$ cat config.mk
export PLATFORM = sky130hd
export DESIGN_NAME = cache_replace
export DESIGN_NICKNAME = d
export VERILOG_FILES = /design/src/verilog/cache_pkg.sv /design/src/verilog/cache_replace.sv
export SDC_FILE = /design/constraint.sdc
export NUM_CORES = 1
export LEC_CHECK = 0
export BUFFER_PORTS_ARGS = -buffer_cell sky130_fd_sc_hd__buf_2
export CORE_ASPECT_RATIO = 1.5
export CORE_MARGIN = 2
export CORE_UTILIZATION = 30
export DETAILED_ROUTE_END_ITERATION = 16
export SLEW_MARGIN = 20
export SYNTH_ARGS = -nofsm -noshare
export SYNTH_HDL_FRONTEND = slang
export SYNTH_SLANG_ARGS = --single-unit
$ cat constraint.sdc
create_clock -name clk -period 2 [get_ports clk]
set_clock_uncertainty 0.2 [all_clocks]
set_input_delay 0.1 -clock clk [delete_from_list [all_inputs] [get_ports clk]]
set_output_delay 0.1 -clock clk [all_outputs]
set_load 0.01 [all_outputs]
$ cat src/verilog/cache_pkg.sv
// cache geometry and shared types; the way count is fixed at 2 because LRU state is one bit per set
package cache_pkg;

    localparam int addr_w      = 32;
    localparam int line_bytes  = 16;
    localparam int num_sets    = 64;
    localparam int num_ways    = 2;   // fixed by the one-bit LRU
    localparam int tag_w       = 22;
    localparam int mem_credits = 2;   // memory command credits granted after reset

    typedef logic [addr_w-1:0]               addr_t;
    typedef logic [31:0]                     word_t;
    typedef logic [line_bytes*8-1:0]         line_t;
    typedef logic [tag_w-1:0]                tag_t;
    typedef logic [$clog2(num_sets)-1:0]     index_t;   // addr bits 9:4
    typedef logic [$clog2(line_bytes)-1:0]   offset_t;  // addr bits 3:0
    typedef logic [1:0]                      size_t;

    // access size codes
    localparam size_t size_word = 2'd0;
    localparam size_t size_byte = 2'd1;
    localparam size_t size_half = 2'd2;

    typedef enum logic [2:0] {
        st_idle,
        st_lookup,
        st_evict,    // dirty victim write-back
        st_refill,   // line read from memory
        st_respond
    } ctrl_state_t;

endpackage

$ cat src/verilog/cache_replace.sv
`timescale 1ns/1ps
// LRU state for a two-way cache; victim is combinational on index, update lands one cycle later
module cache_replace (
    input  logic              clk,
    input  logic              rst_n,
    input  cache_pkg::index_t index,
    input  logic              touch,
    input  logic              touch_way,
    output logic              victim
);
    import cache_pkg::*;

    logic lru_mem [num_sets];   // way that was used least recently

    assign victim = lru_mem[index];

    always_ff @(posedge clk or negedge rst_n) begin
        if (!rst_n) begin
            for (int i = 0; i < num_sets; i++) begin
                lru_mem[i] <= 1'b0;   // way 0 is filled first
            end
        end else if (touch) begin
            lru_mem[index] <= !touch_way;   // other way becomes the victim
        end
    end

endmodule

==> Yosys cells after proc, flatten, opt, wreduce, memory -nomap -nowiden <==
Cells that the tools add are included.
{ "classes": {"order_cmp": 2, "muxes": 6, "bitwise": 1, "reduce_logical": 2} }
{ "op_table": {"columns": ["operator", "count"], "rows": [
  ["64-bit bitwise mux", 1],
  ["7-bit >= comparator, second input constant", 1],
  ["7-bit by 1-bit < comparator with 1-bit output, second input constant", 1],
  ["6-bit inverter with 7-bit output", 1],
  ["1-bit binary-select mux with 6-bit select", 1],
  ["1-bit demux with 6-bit select", 1],
  ["1-bit two-way mux", 3],
  ["1-bit logical AND", 1],
  ["1-bit zero test", 1]
]} }
{ "totals": {"register_bits": 64, "input_bits": 10, "word_cells": 75} }

==> Depth between registers and ports, before layout <==
{ "depth": {"depth_word": 6, "depth_mapped": 7, "mapped_depth_nobuf": 5} }

==> Least setup slack after synthesis <==
OpenSTA, ideal clock, no wires.
{ "synth_path": {"kind": "flip-flop to output port", "start": "reg lru_mem[53] (netlist bit)", "end": "out victim", "arrival_time_ns": 1.377, "required_ns": 1.700, "path_slack_ns": 0.323, "stages_incl_launch_ff": 5, "path_buffers": 0, "cell_sequence": "dfrtp_1 -> mux4_1 -> mux2_2 -> a21oi_2 -> nand4_1"} }
{ "synth_via": {"elab_chain_cells": 3} }
{ "synth_rtl": {"columns": ["element", "line", "rtl"], "rows": [
  ["from (decl)", "cache_replace.sv:13", "logic lru_mem [num_sets];"],
  ["from (signal, indexed assignment)", "cache_replace.sv:23", "lru_mem[index] <= !touch_way;"],
  ["1-bit binary-select mux with 6-bit select", "cache_replace.sv:15", "assign victim = lru_mem[index];"],
  ["1-bit two-way mux (not written as such) (2 in a row)", "cache_replace.sv:15", null],
  ["to (decl)", "cache_replace.sv:9", "output logic victim"]
]} }
No other way between the ends. The select of a mux whose other input is x is not followed.

==> Worst setup path after layout <==
{ "layout_path": {"start": "reg lru_mem[51] (netlist bit)", "end": "out victim"} }
Same word-level chain as after synthesis.

==> key figures <==
CTS
  • Worst-Skew Late Latency: 0.33 ns
  • Clk slew on worst S/H paths: 0.05 ns
  • Max clock buf depth: 2
  • H-tree depth: 3
  • CTS Buf Count: 9
  • Clock Sinks: 64
  • Root Driver: clkbuf_16
  • CTS tree: built

Pwr
  • Switching power total: 1.05 mW
  • Clk network pwr share: 0.403
  • Pwr dens: 991 nW/µm²
  • Flop pwr share: 0.431
  • Power Total: 3.98 mW
  • Pleak: 1.69 nW
  • Int Power: 2.93 mW
  • Logic pwr share: 0.166
  • VDD IR max: 0.000390 V
  • Switching share of power: 0.265

GRT
  • Gr ovfl total: 0
  • Initial antenna violation count: 0
  • First-pass GRT wire length: 14300 µm
  • Vias in the first global route: 2730
  • Tot GR Track Use: 0.161
  • Largest net degree at the start of global routing: 45

Cells and area
  • ANT cells: 0
  • Synth-to-Final Area Change: 21.6%
  • Largest register FFs: 64
  • Final-layout fill cell count: 1040
  • Top reg by flops: lru_mem
  • Layout Nets: 389
  • Regs by FF count: lru_mem x64
  • Finished Cell Area: 4020 µm²
  • Share of cells above drive strength 1: 0.211

Logic synthesis
  • Yosys reg bits: 64
  • Biggest area consumer among synthesized cells: dfrtp_1
  • Synth Cell Area: 3300 µm²
  • Ys async rst share: 1.00
  • Seq/Total Area, Yosys: 0.485
  • Most common cell in the netlist: nor2_1
  • Gate Count Post-Synth: 352
  • Number of synthesized flops with an enable pin: 0
  • Top FF cell, synth: dfrtp_1
  • Post-synth top area share: 0.485
  • Avg Synthesized Cell Area: 9.38 µm²
  • Synth Warn #: 0
  • Area contributors post-synth: dfrtp_1, a21oi_1, nor2_1
  • Synth cell types: 40
  • Syn Nets: 362
  • Post-synth top cells: nor2_1, a21oi_1, dfrtp_1, a31oi_1, buf_2

STA
  • Fmax: 454 MHz
  • RSZ-0062 raised after global routing: true
  • Final slew viol count: 0
  • Final setup violating endpoints: 1
  • Final Hold Fails: 0
  • Measured slew at the worst slew-check pin: 0.587 ns
  • Rel. slew slack: 0.609
  • Min Clock Period, post-route: 2.20 ns
  • Final worst slack: -0.201 ns
  • Tcrit/Tclk final: 1.10

Placement
  • Placed cell area: 3670 µm²
  • Final GP Congestion: 0.892
  • Hpwl dp: 6190 µm
  • Input/output buffers: 10
  • DP Worst Slack: -0.0539 ns

Critical path
  • CP max FO: 2
  • Arrival @ worst endpoint: 1.90 ns
  • Max stage delay cell, worst path: mux4_2
  • Crit Path Class: reg2out
  • Setup crit start kind: flip-flop
  • Crit path required time: 1.70 ns
  • Worst Setup End Kind: output pin
  • Crit path largest cell delay: 0.48 ns
  • CP Cell Sequence: mux4_2 -> mux2_4 -> a21oi_2 -> nand4_1 -> buf_2

Run status
  • Failing checks: negative setup slack
  • Outcome: finished with violations

Detailed routing
  • Post-Route WL: 9000 µm
  • DRT iter0 DRCs: 160
  • Routed wire per std cell: 17.1 µm
  • Vias per Instance: 5.22
  • Antenna Nets Post-Route: 0
  • DR vias: 2750
  • DRC Markers: 0
  • DR pass1 iterations: 4

Run
  • Maxcap violations: 0

Floorplanning
  • Core ar.: 10600 µm²
  • Initial Util: 0.310
  • Die area: 11900 µm²
  • I/O pin count: 11
  • Die width: 89.6 µm
  • # rows: 46
  • Die Y-Extent: 132 µm

Hold path
  • Tightest Hold Check Type: in2reg
## through the flow
| step | util | cells | setup TNS (ns) | hold slack, ns |
|---|---|---|---|---|
| floorplan | - | 352 | 0 | -0.396 |
| global placement | 0.344 | 510 | -0.0361 | -0.0733 |
| detailed placement | 0.344 | 510 | -0.0539 | -0.0692 |
| CTS | 0.376 | 526 | -0.227 | 0.0163 |
| global route | 0.377 | 527 | -0.285 | 0.0436 |
| finish | 0.377 | 527 | -0.201 | 0.0148 |
## worst paths after layout
check | slack, ns | depth (start not counted) | end | start
setup reg to reg | 1.01 | 3 | lru_mem[0] | lru_mem[0]
hold reg to reg | 0.33 | 2 | lru_mem[7] | lru_mem[7]
max in group asynchronous | 0.87 | 3 | lru_mem[41] | rst_n
setup / recovery | -0.20 | 5 | victim | lru_mem[51]
min in group asynchronous | 0.10 | 2 | lru_mem[51] | rst_n
hold / removal | 0.01 | 2 | lru_mem[3] | touch_way
## cell families (layout without fill, tap and decap cells)
kind of cell,after synthesis,count (layout),synth area share
buf+inv,32,63,0.0516
compound gates,124,124,0.226
flops,64,64,0.485
simple gates,122,122,0.178
mux,10,10,0.0595
## power groups by stage
stage	logic [mW]	clock network (mW)	registers, mW
after CTS	0.645	1.64	1.72
after detailed placement	0.629	0	1.73
after global placement	0.610	0	1.72
after global routing	0.738	1.70	1.74
final	0.660	1.60	1.72
after floorplan	0.461	0	1.66
## area by class of cell
cell class | count | area [µm²] | area share
clock buffers | 13 | 270 | 0.0673
inverters | 4 | 15.0 | 0.00374
multi-input cells | 256 | 1550 | 0.387
flip-flops and latches | 64 | 1600 | 0.399
well taps | 144 | 180 | 0.0449
repair buffers | 44 | 358 | 0.0891
clock inverters | 2 | 37.5 | 0.00935
## worst max-delay path: cells and delay by family (launching register included)
kind / cells / cell delay (ns)
muxes: 2 / 0.76
DFF: 1 / 0.40
and+or+nand+nor: 1 / 0.12
AOI/OAI and AO/OA: 1 / 0.13
buffers and inverters: 1 / 0.17
## per-layer routing
layer  vias to the layer above  wire length, µm  global-route usage
li1                       1343                -                   -
met1                      1331             3850               0.198
met2                        55             4540               0.257
met3                        21              290              0.0381
met4                         0              310              0.0771
met5                         -                0                   0
## cell usage in the layout, fill, tap and decap left out, types with 2 or more instances in the layout
| cell type | n |
|---|---|
| mux4_2 | 5 |
| o211ai_1 | 3 |
| a221oi_1 | 2 |
| a311oi_1 | 3 |
| clkbuf_16 | 9 |
| mux2i_2 | 2 |
| buf_12 | 4 |
| clkbuf_8 | 3 |
| a21oi_1 | 67 |
| dfrtp_1 | 64 |
| and3_1 | 10 |
| nand3_1 | 8 |
| nor2b_1 | 7 |
| nor2_1 | 71 |
| nor3b_2 | 2 |
| buf_4 | 29 |
| a22oi_1 | 4 |
| inv_1 | 3 |
| or3_1 | 4 |
| nor3_2 | 2 |
| a31oi_1 | 32 |
| nand2_1 | 9 |
| a221oi_2 | 2 |
| a211oi_2 | 2 |
| nor3b_1 | 3 |
| buf_2 | 10 |
| nor3_1 | 3 |
## repair_timing
action	in CTS	in global routing
pin swaps	8	3
resized for setup	8	4
buffers inserted	0	1
endpoints found under the setup margin	1	1
endpoints found under the hold margin	24	0
hold buffers	1	0
Power figures use the tool's default switching activity.
