`config.mk`:
```
export PLATFORM = sky130hd
export DESIGN_NAME = cache_ctrl
export DESIGN_NICKNAME = d
export VERILOG_FILES = /design/src/verilog/cache_pkg.sv /design/src/verilog/cache_ctrl.sv
export SDC_FILE = /design/constraint.sdc
export NUM_CORES = 1
export LEC_CHECK = 0
export ABC_AREA = 1
export BUFFER_PORTS_ARGS = -buffer_cell sky130_fd_sc_hd__buf_2
export CORE_AREA = 2 2 329 331
export CTS_BUF_LIST = sky130_fd_sc_hd__clkbuf_4 sky130_fd_sc_hd__clkbuf_8
export CTS_CLUSTER_DIAMETER = 50
export CTS_CLUSTER_SIZE = 40
export DETAILED_ROUTE_END_ITERATION = 10
export DIE_AREA = 0 0 331 333
export GPL_TIMING_DRIVEN = 0
export PLACE_DENSITY = 0.3
export SYNTH_ARGS = -nofsm -noshare
export SYNTH_HDL_FRONTEND = slang
export SYNTH_SLANG_ARGS = --single-unit
export TNS_END_PERCENT = 10
```
`constraint.sdc`:
```
create_clock -name clk -period 4.45 [get_ports clk]
set_clock_uncertainty 0.05 [all_clocks]
set_input_delay 0.445 -clock clk [delete_from_list [all_inputs] [get_ports clk]]
set_output_delay 0.445 -clock clk [all_outputs]
set_load 0.02 [all_outputs]
```
`src/verilog/cache_pkg.sv`:
```
// cache geometry and shared types; the way count is fixed at 2 because LRU state is one bit per set
package cache_pkg;

    localparam int addr_w      = 32;
    localparam int line_bytes  = 16;
    localparam int num_sets    = 64;
    localparam int num_ways    = 2;   // fixed by the one-bit LRU
    localparam int tag_w       = 22;
    localparam int mem_credits = 2;   // memory command credits granted after reset

    typedef logic [addr_w-1:0]               addr_t;
    typedef logic [31:0]                     word_t;
    typedef logic [line_bytes*8-1:0]         line_t;
    typedef logic [tag_w-1:0]                tag_t;
    typedef logic [$clog2(num_sets)-1:0]     index_t;   // addr bits 9:4
    typedef logic [$clog2(line_bytes)-1:0]   offset_t;  // addr bits 3:0
    typedef logic [1:0]                      size_t;

    // access size codes
    localparam size_t size_word = 2'd0;
    localparam size_t size_byte = 2'd1;
    localparam size_t size_half = 2'd2;

    typedef enum logic [2:0] {
        st_idle,
        st_lookup,
        st_evict,    // dirty victim write-back
        st_refill,   // line read from memory
        st_respond
    } ctrl_state_t;

endpackage

```
`src/verilog/cache_ctrl.sv`:
```
`timescale 1ns/1ps
// cache controller; one request in flight, one miss at a time, refill data always accepted
module cache_ctrl (
    input  logic                           clk,
    input  logic                           rst_n,
    input  logic                           cpu_req_valid,
    input  logic                           cpu_req_write,
    input  cache_pkg::addr_t               cpu_req_addr,
    input  cache_pkg::size_t               cpu_req_size,
    input  cache_pkg::word_t               cpu_req_wdata,
    input  logic [cache_pkg::num_ways-1:0] way_hit,
    input  logic [cache_pkg::num_ways-1:0] way_dirty,
    input  cache_pkg::tag_t                way_tag0,
    input  cache_pkg::tag_t                way_tag1,
    input  cache_pkg::word_t               way_rdata0,
    input  cache_pkg::word_t               way_rdata1,
    input  cache_pkg::line_t               way_line0,
    input  cache_pkg::line_t               way_line1,
    input  logic                           victim,
    input  logic                           mem_credit,
    input  logic                           mem_rsp_valid,
    input  cache_pkg::line_t               mem_rsp_rdata,
    output logic                           cpu_credit,
    output logic                           cpu_rsp_valid,
    output cache_pkg::word_t               cpu_rsp_rdata,
    output logic                           cpu_rsp_hit,
    output cache_pkg::addr_t               req_addr,
    output cache_pkg::size_t               req_size,
    output cache_pkg::word_t               req_wdata,
    output logic [cache_pkg::num_ways-1:0] way_sel,
    output logic                           way_store,
    output logic                           way_fill,
    output logic                           touch,
    output logic                           touch_way,
    output logic                           mem_cmd_valid,
    output logic                           mem_cmd_write,
    output cache_pkg::addr_t               mem_cmd_addr,
    output cache_pkg::line_t               mem_cmd_wdata
);
    import cache_pkg::*;

    typedef logic [$clog2(mem_credits + 1)-1:0] credit_t;

    ctrl_state_t state_q;
    logic        req_write_q;
    logic        boot_q;      // first cycle out of reset
    logic        hit_q;
    logic        way_q;       // hit way or refill victim
    logic        rd_sent_q;   // refill read issued
    credit_t     credit_q;
    word_t       fill_word_q;
    tag_t        req_tag;
    index_t      req_index;
    offset_t     req_offset;
    logic        any_hit;
    word_t       rsp_word;
    word_t       rsp_shift;

    assign req_offset = req_addr[$bits(offset_t)-1:0];
    assign req_index  = req_addr[$bits(offset_t) +: $bits(index_t)];
    assign req_tag    = req_addr[addr_w-1 -: tag_w];
    assign any_hit    = |way_hit;

    assign way_sel   = (state_q == st_lookup) ? way_hit : {way_q, !way_q};
    assign way_store = req_write_q && (((state_q == st_lookup) && any_hit) ||
                                       ((state_q == st_respond) && !hit_q));
    assign way_fill  = (state_q == st_refill) && rd_sent_q && mem_rsp_valid;
    assign touch     = (state_q == st_respond);
    assign touch_way = way_q;

    always_comb begin
        mem_cmd_valid = 1'b0;
        mem_cmd_write = 1'b0;
        mem_cmd_addr  = {req_tag, req_index, offset_t'(0)};
        mem_cmd_wdata = way_q ? way_line1 : way_line0;
        if (state_q == st_evict) begin
            mem_cmd_valid = (credit_q != '0);
            mem_cmd_write = 1'b1;
            mem_cmd_addr  = {(way_q ? way_tag1 : way_tag0), req_index, offset_t'(0)}; // victim home
        end else if (state_q == st_refill) begin
            mem_cmd_valid = (credit_q != '0) && !rd_sent_q;
        end
    end

    // miss reads return the word captured from the refill line
    assign rsp_word      = hit_q ? (way_q ? way_rdata1 : way_rdata0) : fill_word_q;
    assign rsp_shift     = rsp_word >> {req_offset[1:0], 3'b000};
    assign cpu_rsp_valid = (state_q == st_respond);
    assign cpu_rsp_hit   = hit_q;

    always_comb begin
        case (req_size)
            size_byte: cpu_rsp_rdata = {24'd0, rsp_shift[7:0]};
            size_half: cpu_rsp_rdata = {16'd0, rsp_shift[15:0]};
            default:   cpu_rsp_rdata = rsp_shift;
        endcase
    end

    always_ff @(posedge clk or negedge rst_n) begin
        if (!rst_n) begin
            state_q    <= st_idle;
            boot_q     <= 1'b1;
            cpu_credit <= 1'b0;
            hit_q      <= 1'b0;
            way_q      <= 1'b0;
            rd_sent_q  <= 1'b0;
            credit_q   <= '0;
        end else begin
            boot_q     <= 1'b0;
            cpu_credit <= boot_q || (state_q == st_respond);
            credit_q   <= credit_q + credit_t'(mem_credit) - credit_t'(mem_cmd_valid);
            case (state_q)
                st_idle: begin
                    if (cpu_req_valid) begin
                        state_q <= st_lookup;
                    end
                end
                st_lookup: begin
                    hit_q     <= any_hit;
                    way_q     <= any_hit ? way_hit[1] : victim;
                    rd_sent_q <= 1'b0;
                    if (any_hit) begin
                        state_q <= st_respond;
                    end else if (way_dirty[victim]) begin
                        state_q <= st_evict;
                    end else begin
                        state_q <= st_refill;
                    end
                end
                st_evict: begin
                    if (mem_cmd_valid) begin
                        state_q <= st_refill;   // write-back needs no reply
                    end
                end
                st_refill: begin
                    if (mem_cmd_valid) begin
                        rd_sent_q <= 1'b1;
                    end
                    if (way_fill) begin
                        state_q <= st_respond;
                    end
                end
                default: begin
                    state_q <= st_idle;   // st_respond
                end
            endcase
        end
    end

    always_ff @(posedge clk) begin
        if ((state_q == st_idle) && cpu_req_valid) begin
            req_addr    <= cpu_req_addr;
            req_size    <= cpu_req_size;
            req_wdata   <= cpu_req_wdata;
            req_write_q <= cpu_req_write;
        end
        if (way_fill) begin
            fill_word_q <= mem_rsp_rdata[req_offset[3:2]*$bits(word_t) +: $bits(word_t)];
        end
    end

endmodule

```
# Word level (Yosys, flattened, before mapping)
# Cells that the tools add are included.
[word_totals]
reg_bits = 109
input_bits = 569
output_inout_bits = 269
[op_classes]
addsub = 2
order_cmp = 1
n_eq_ne = 10
shift = 2
n_mux = 21
n_reduce_logical = 18
[op_table]
columns = ["operator", "n"]
rows = [
  ["2-to-1 mux 128 bit", 1],
  ["variable part select 128 x 8 -> 32 bit", 1],
  ["2-to-1 mux 32 bit", 3],
  ["case mux 32 bit (2 select lines)", 1],
  [">> shifter 32 x 5 -> 32 bit", 1],
  ["2-to-1 mux 22 bit", 1],
  ["2-to-1 mux 3 bit", 4],
  ["case mux 3 bit (4 select lines)", 1],
  ["2-to-1 mux 1 bit", 8],
  ["!= test 2 bit (second input constant)", 4],
  ["logical AND 1 bit", 7],
  ["== test 3 x 2 -> 1 bit (second input constant)", 2],
  ["nonzero test 2 bit", 2],
  ["== test 3 x 1 -> 1 bit (second input constant)", 1],
  ["== test 3 bit (second input constant)", 1],
  ["logical NOT 1 bit", 3],
  ["logical NOT 3 bit", 1],
  ["AND reduction 3 bit", 1],
  ["adder 2 x 1 -> 2 bit", 1],
  ["== test 2 x 1 -> 1 bit (second input constant)", 1],
  ["== test 2 bit (second input constant)", 1],
  ["logical OR 1 bit", 2],
  ["less-than comparator 1 x 2 -> 1 bit (second input constant)", 1],
  ["2-to-1 mux 2 bit", 1],
  ["other kinds (4)", 4],
]

# Logic depth before layout (Yosys ltp)
[depth]
depth_word = 6
depth_mapped = 10

# Least setup slack after synthesis
# No wires, ideal clock.
[synth_timing]
kind = "flip-flop to flip-flop"
start = "reg state_q[0]"
end = "reg req_addr[0], enable pin"
arrival_ns = 3.413
required_time_ns = 3.908
path_slack_ns = 0.494
stages_incl_launch_ff = 4
path_buffers = 0
synth_period_minus_slack_ns = 3.956
cell_sequence = "dfrtp_1 inv_1 nand3_1 nor2_1"
[synth_between]
elab_chain_len = 2
[synth_rtl]
columns = ["element", "line_no", "rtl"]
rows = [
  ["start, declared", "cache_ctrl.sv:44", "ctrl_state_t state_q;"],
  ["start signal, assigned", "cache_ctrl.sv:101", "state_q <= st_idle;"],
  ["start signal, assigned", "cache_ctrl.sv:115", "state_q <= st_lookup;"],
  ["start signal, assigned", "cache_ctrl.sv:123", "state_q <= st_respond;"],
  ["logical NOT 3 bit", "cache_ctrl.sv:151", "if ((state_q == st_idle) && cpu_req_valid) begin"],
  ["logical AND 1 bit", "cache_ctrl.sv:151", ""],
  ["end signal, assigned", "cache_ctrl.sv:152", "req_addr <= cpu_req_addr;"],
  ["end, declared", "cache_ctrl.sv:27", "output cache_pkg::addr_t req_addr,"],
]
# Every way passes these cells.
# A chain may end at the register's enable or synchronous reset.

# Final worst setup path
[layout_timing]
start = "reg way_q (netlist: touch_way)"
end = "out mem_cmd_addr[31]"
[layout_between]
elab_chain_len = 2
[layout_rtl]
columns = ["element", "line_no", "rtl"]
rows = [
  ["start, declared", "cache_ctrl.sv:48", "logic way_q;"],
  ["start signal, assigned", "cache_ctrl.sv:120", "way_q <= any_hit ? way_hit[1] : victim;"],
  ["2-to-1 mux 22 bit", "cache_ctrl.sv:79", "mem_cmd_addr = {(way_q ? way_tag1 : way_tag0), req_index, offset_t'(0)};"],
  ["2-to-1 mux 32 bit", "cache_ctrl.sv:76", "if (state_q == st_evict) begin"],
  ["end, declared", "cache_ctrl.sv:37", "output cache_pkg::addr_t mem_cmd_addr,"],
]
# Every way passes these cells.

==> out/qor.yml <==
r2r_slack_ps: 1900
hp-class: "in2reg"
routedWlPerCell_um: 21.4
r2r_start: "req_addr[2]"
slew_violations: 0
critical_path_class: "reg2out"
clock_path_buffers: 2
viasPerCell: 3.25
finalSetupTns_ps: 0
cp_data_arrival_time_ps: 3050
leakagePower_nw: 7.41
peakVddDrop_v: 0.000161
numCtsBuffers: 9
pwr-share-clk_pct: 8.8
netlist_area_mm2: 0.00793
drive_gt1_share_pct: 45.8
syn_inst: 1196
port_buffers: 833
fin_area_mm2: 0.0144
placed_area_mm2: 0.0140
initial_core_util_pct: 7.44
combPwrFrac_pct: 72.6
finalSetupViolCount: 0
vias: 11300
core_mm2: 0.107
clock-sinks: 109
drc: 0
reg2reg_to: "fill_word_q[16]"
row_count: 120
die_height_um: 333
intPower_mw: 3.29
place_congestion: 0.845
dp_hpwl_um: 65600
finalHoldViolations: 0
initialDrtViolationCount: 584
grt_pass1_vias: 11500
cts_setup_buffers: 0
grt_overflow: 0
crit_end: "mem_cmd_addr[31]"
grt_usage_pct: 13.0
wl_um: 74400
max_freq_ghz: 0.282
cp-startpoint: "touch_way"
tritoncts: "yes"
min_period_ps: 3550
insertion_delay_ps: 460
seq_area_frac_synth_pct: 40.7
antenna_left: 0
final_util_pct: 13.5
die_w_um: 331
max_slew.worst_pin.slew_ps: 979
power_density_mw_per_mm2: 575
dr.pass1.iters: 5
fin_nets: 2639
cp.required_ps: 3950
antenna_found_initial: 17
synth_cell_type_count: 27
path_clk_slew_ps: 140
htree_levels: 3
seqPwrFrac_pct: 18.6
r2r_cells: 5
period_share_pct: 79.7
synth_seq_cells: 109
grt_max_degree: 30
stdcell_count: 3480
crit_path_end_kind: "primary output"
rsz0062_at_grt: "false"
switchingPower_mw: 4.99
root_buffer: "clkbuf_8"
totalPowerFinal_mw: 8.28
slew_headroom_pct: 34.2
dieArea_mm2: 0.110
synthToLayoutAreaGrowth_pct: 81.4
outcome: "complete, no violations"
switching_share_pct: 60.2
fillers: 12600
yosys_warnings: 0
grt_pass1_wl_um: 96300
crit_fanout: 12
maxCapViolCount: 0
io_pins: 838
place_inst: 3440
worstSetupStartpointType: "register"
syn_avg_cell_area_um2: 6.63
## routing by layer
| layer | GRT usage (%) | share of wire (%) | vias to the layer above |
|---|---|---|---|
| met5 | 0 | 0.017 | - |
| met3 | 3.26 | 6.5 | 46 |
| li1 | - | - | 5619 |
| met1 | 15.0 | 40 | 5192 |
| met4 | 2.16 | 1.2 | 2 |
| met2 | 24.0 | 52 | 465 |
## logic make-up after synthesis
kind of cell / share of synthesized area [%]
fa+ha+maj: 0.473
compound gates: 9.75
xor+xnor: 0.221
buf+inv: 7.08
other cells: 0.0473
simple gates: 41.8
flops: 40.7
## area by class of cell
cell class / instances / area [um2] / share of cell area (%)
clock inverters: 7 / 81.3 / 0.565
flip-flops and latches: 109 / 3220 / 22.4
well taps: 1403 / 1760 / 12.2
repair buffers: 856 / 4450 / 31.0
multi-input cells: 980 / 4180 / 29.0
clock buffers: 9 / 124 / 0.861
plain buffers: 92 / 490 / 3.41
diodes: 5 / 12.5 / 0.0870
inverters: 19 / 71.3 / 0.496
## power groups by stage
stage,combinational [mW],sequential (mW),clock [mW]
detailed placement,6.21,1.58,0
global placement,6.19,1.61,0
CTS,6.25,1.55,0.797
global route,6.65,1.57,0.808
floorplan,3.07,1.69,0
finish,6.01,1.54,0.730
## sequential cells by signal, summed over array words and instances, names as in the netlist
register and count:
fill_word_q 32, req_addr 32, touch_way 1, credit_q 2
req_size 2, cpu_credit 1, boot_q 1, rd_sent_q 1
cpu_rsp_hit 1, req_wdata 32, state_q 3, req_write_q 1
## placed cells by master, fill, tap and decap left out, types with 5 or more instances in the layout
master	n
diode_2	5
o21ai_1	8
conb_1	5
dfrtp_1	9
o21ai_0	58
edfxtp_1	99
a21oi_1	11
nand3_1	80
dlygate4sd3_1	19
buf_2	883
nand2_1	565
o22ai_1	32
or2_1	6
buf_4	16
nor2_1	160
or2_2	20
clkbuf_8	9
o31ai_1	22
inv_1	15
buf_1	5
clkbuf_1	18
## critical path: stages, from the launching register on
cell	delay, ps
dfrtp_1	690
buf_4	330
buf_2	460
nor2_1	100
o31ai_1	670
buf_2	300
## per-stage QoR
| stage | setup slack, ps | hold WS [ps] |
|---|---|---|
| after floorplan | 494 | 99.4 |
| after global placement | -2080 | 295 |
| after detailed placement | 1270 | 290 |
| after CTS | 659 | 2.73 |
| after global routing | 629 | 18.7 |
| final | 903 | 81.9 |
## how the worst min path moves through the flow
stage	start	endpoint	slack [ps]	depth (start not counted)
detailed placement	rst_n	credit_q[1]	290	1
floorplan	rst_n	cpu_credit	100	0
global placement	rst_n	credit_q[1]	300	1
CTS	cpu_req_wdata[0]	req_wdata[0]	3	1
finish	cpu_req_wdata[0]	req_wdata[0]	80	1
global route	cpu_req_wdata[0]	req_wdata[0]	20	1
## cells in the mapped netlist (all sizes together)
library cell  count  area, um2
or2              26        163
ha                3       37.5
nand3            80        400
dfrtp             9        225
xnor2             2       17.5
a21oi            11       55.1
o31ai            22        165
inv              19       71.3
dfstp             1       26.3
nand2           565       2120
nor3              2       10.0
o22ai            32        200
o21ai            66        330
conb              1       3.75
a21boi            1       7.51
buf              74        423
clkbuf           18       67.6
nor2            163        619
edfxtp           99       2970
o21a              2       15.0
## what timing repair did
item / 4_1_cts / 5_1_grt
resized for setup: 0 / 0
hold endpoints to repair: 28 / 0
hold buffers: 19 / 0
(Power assumes the default switching activity.)
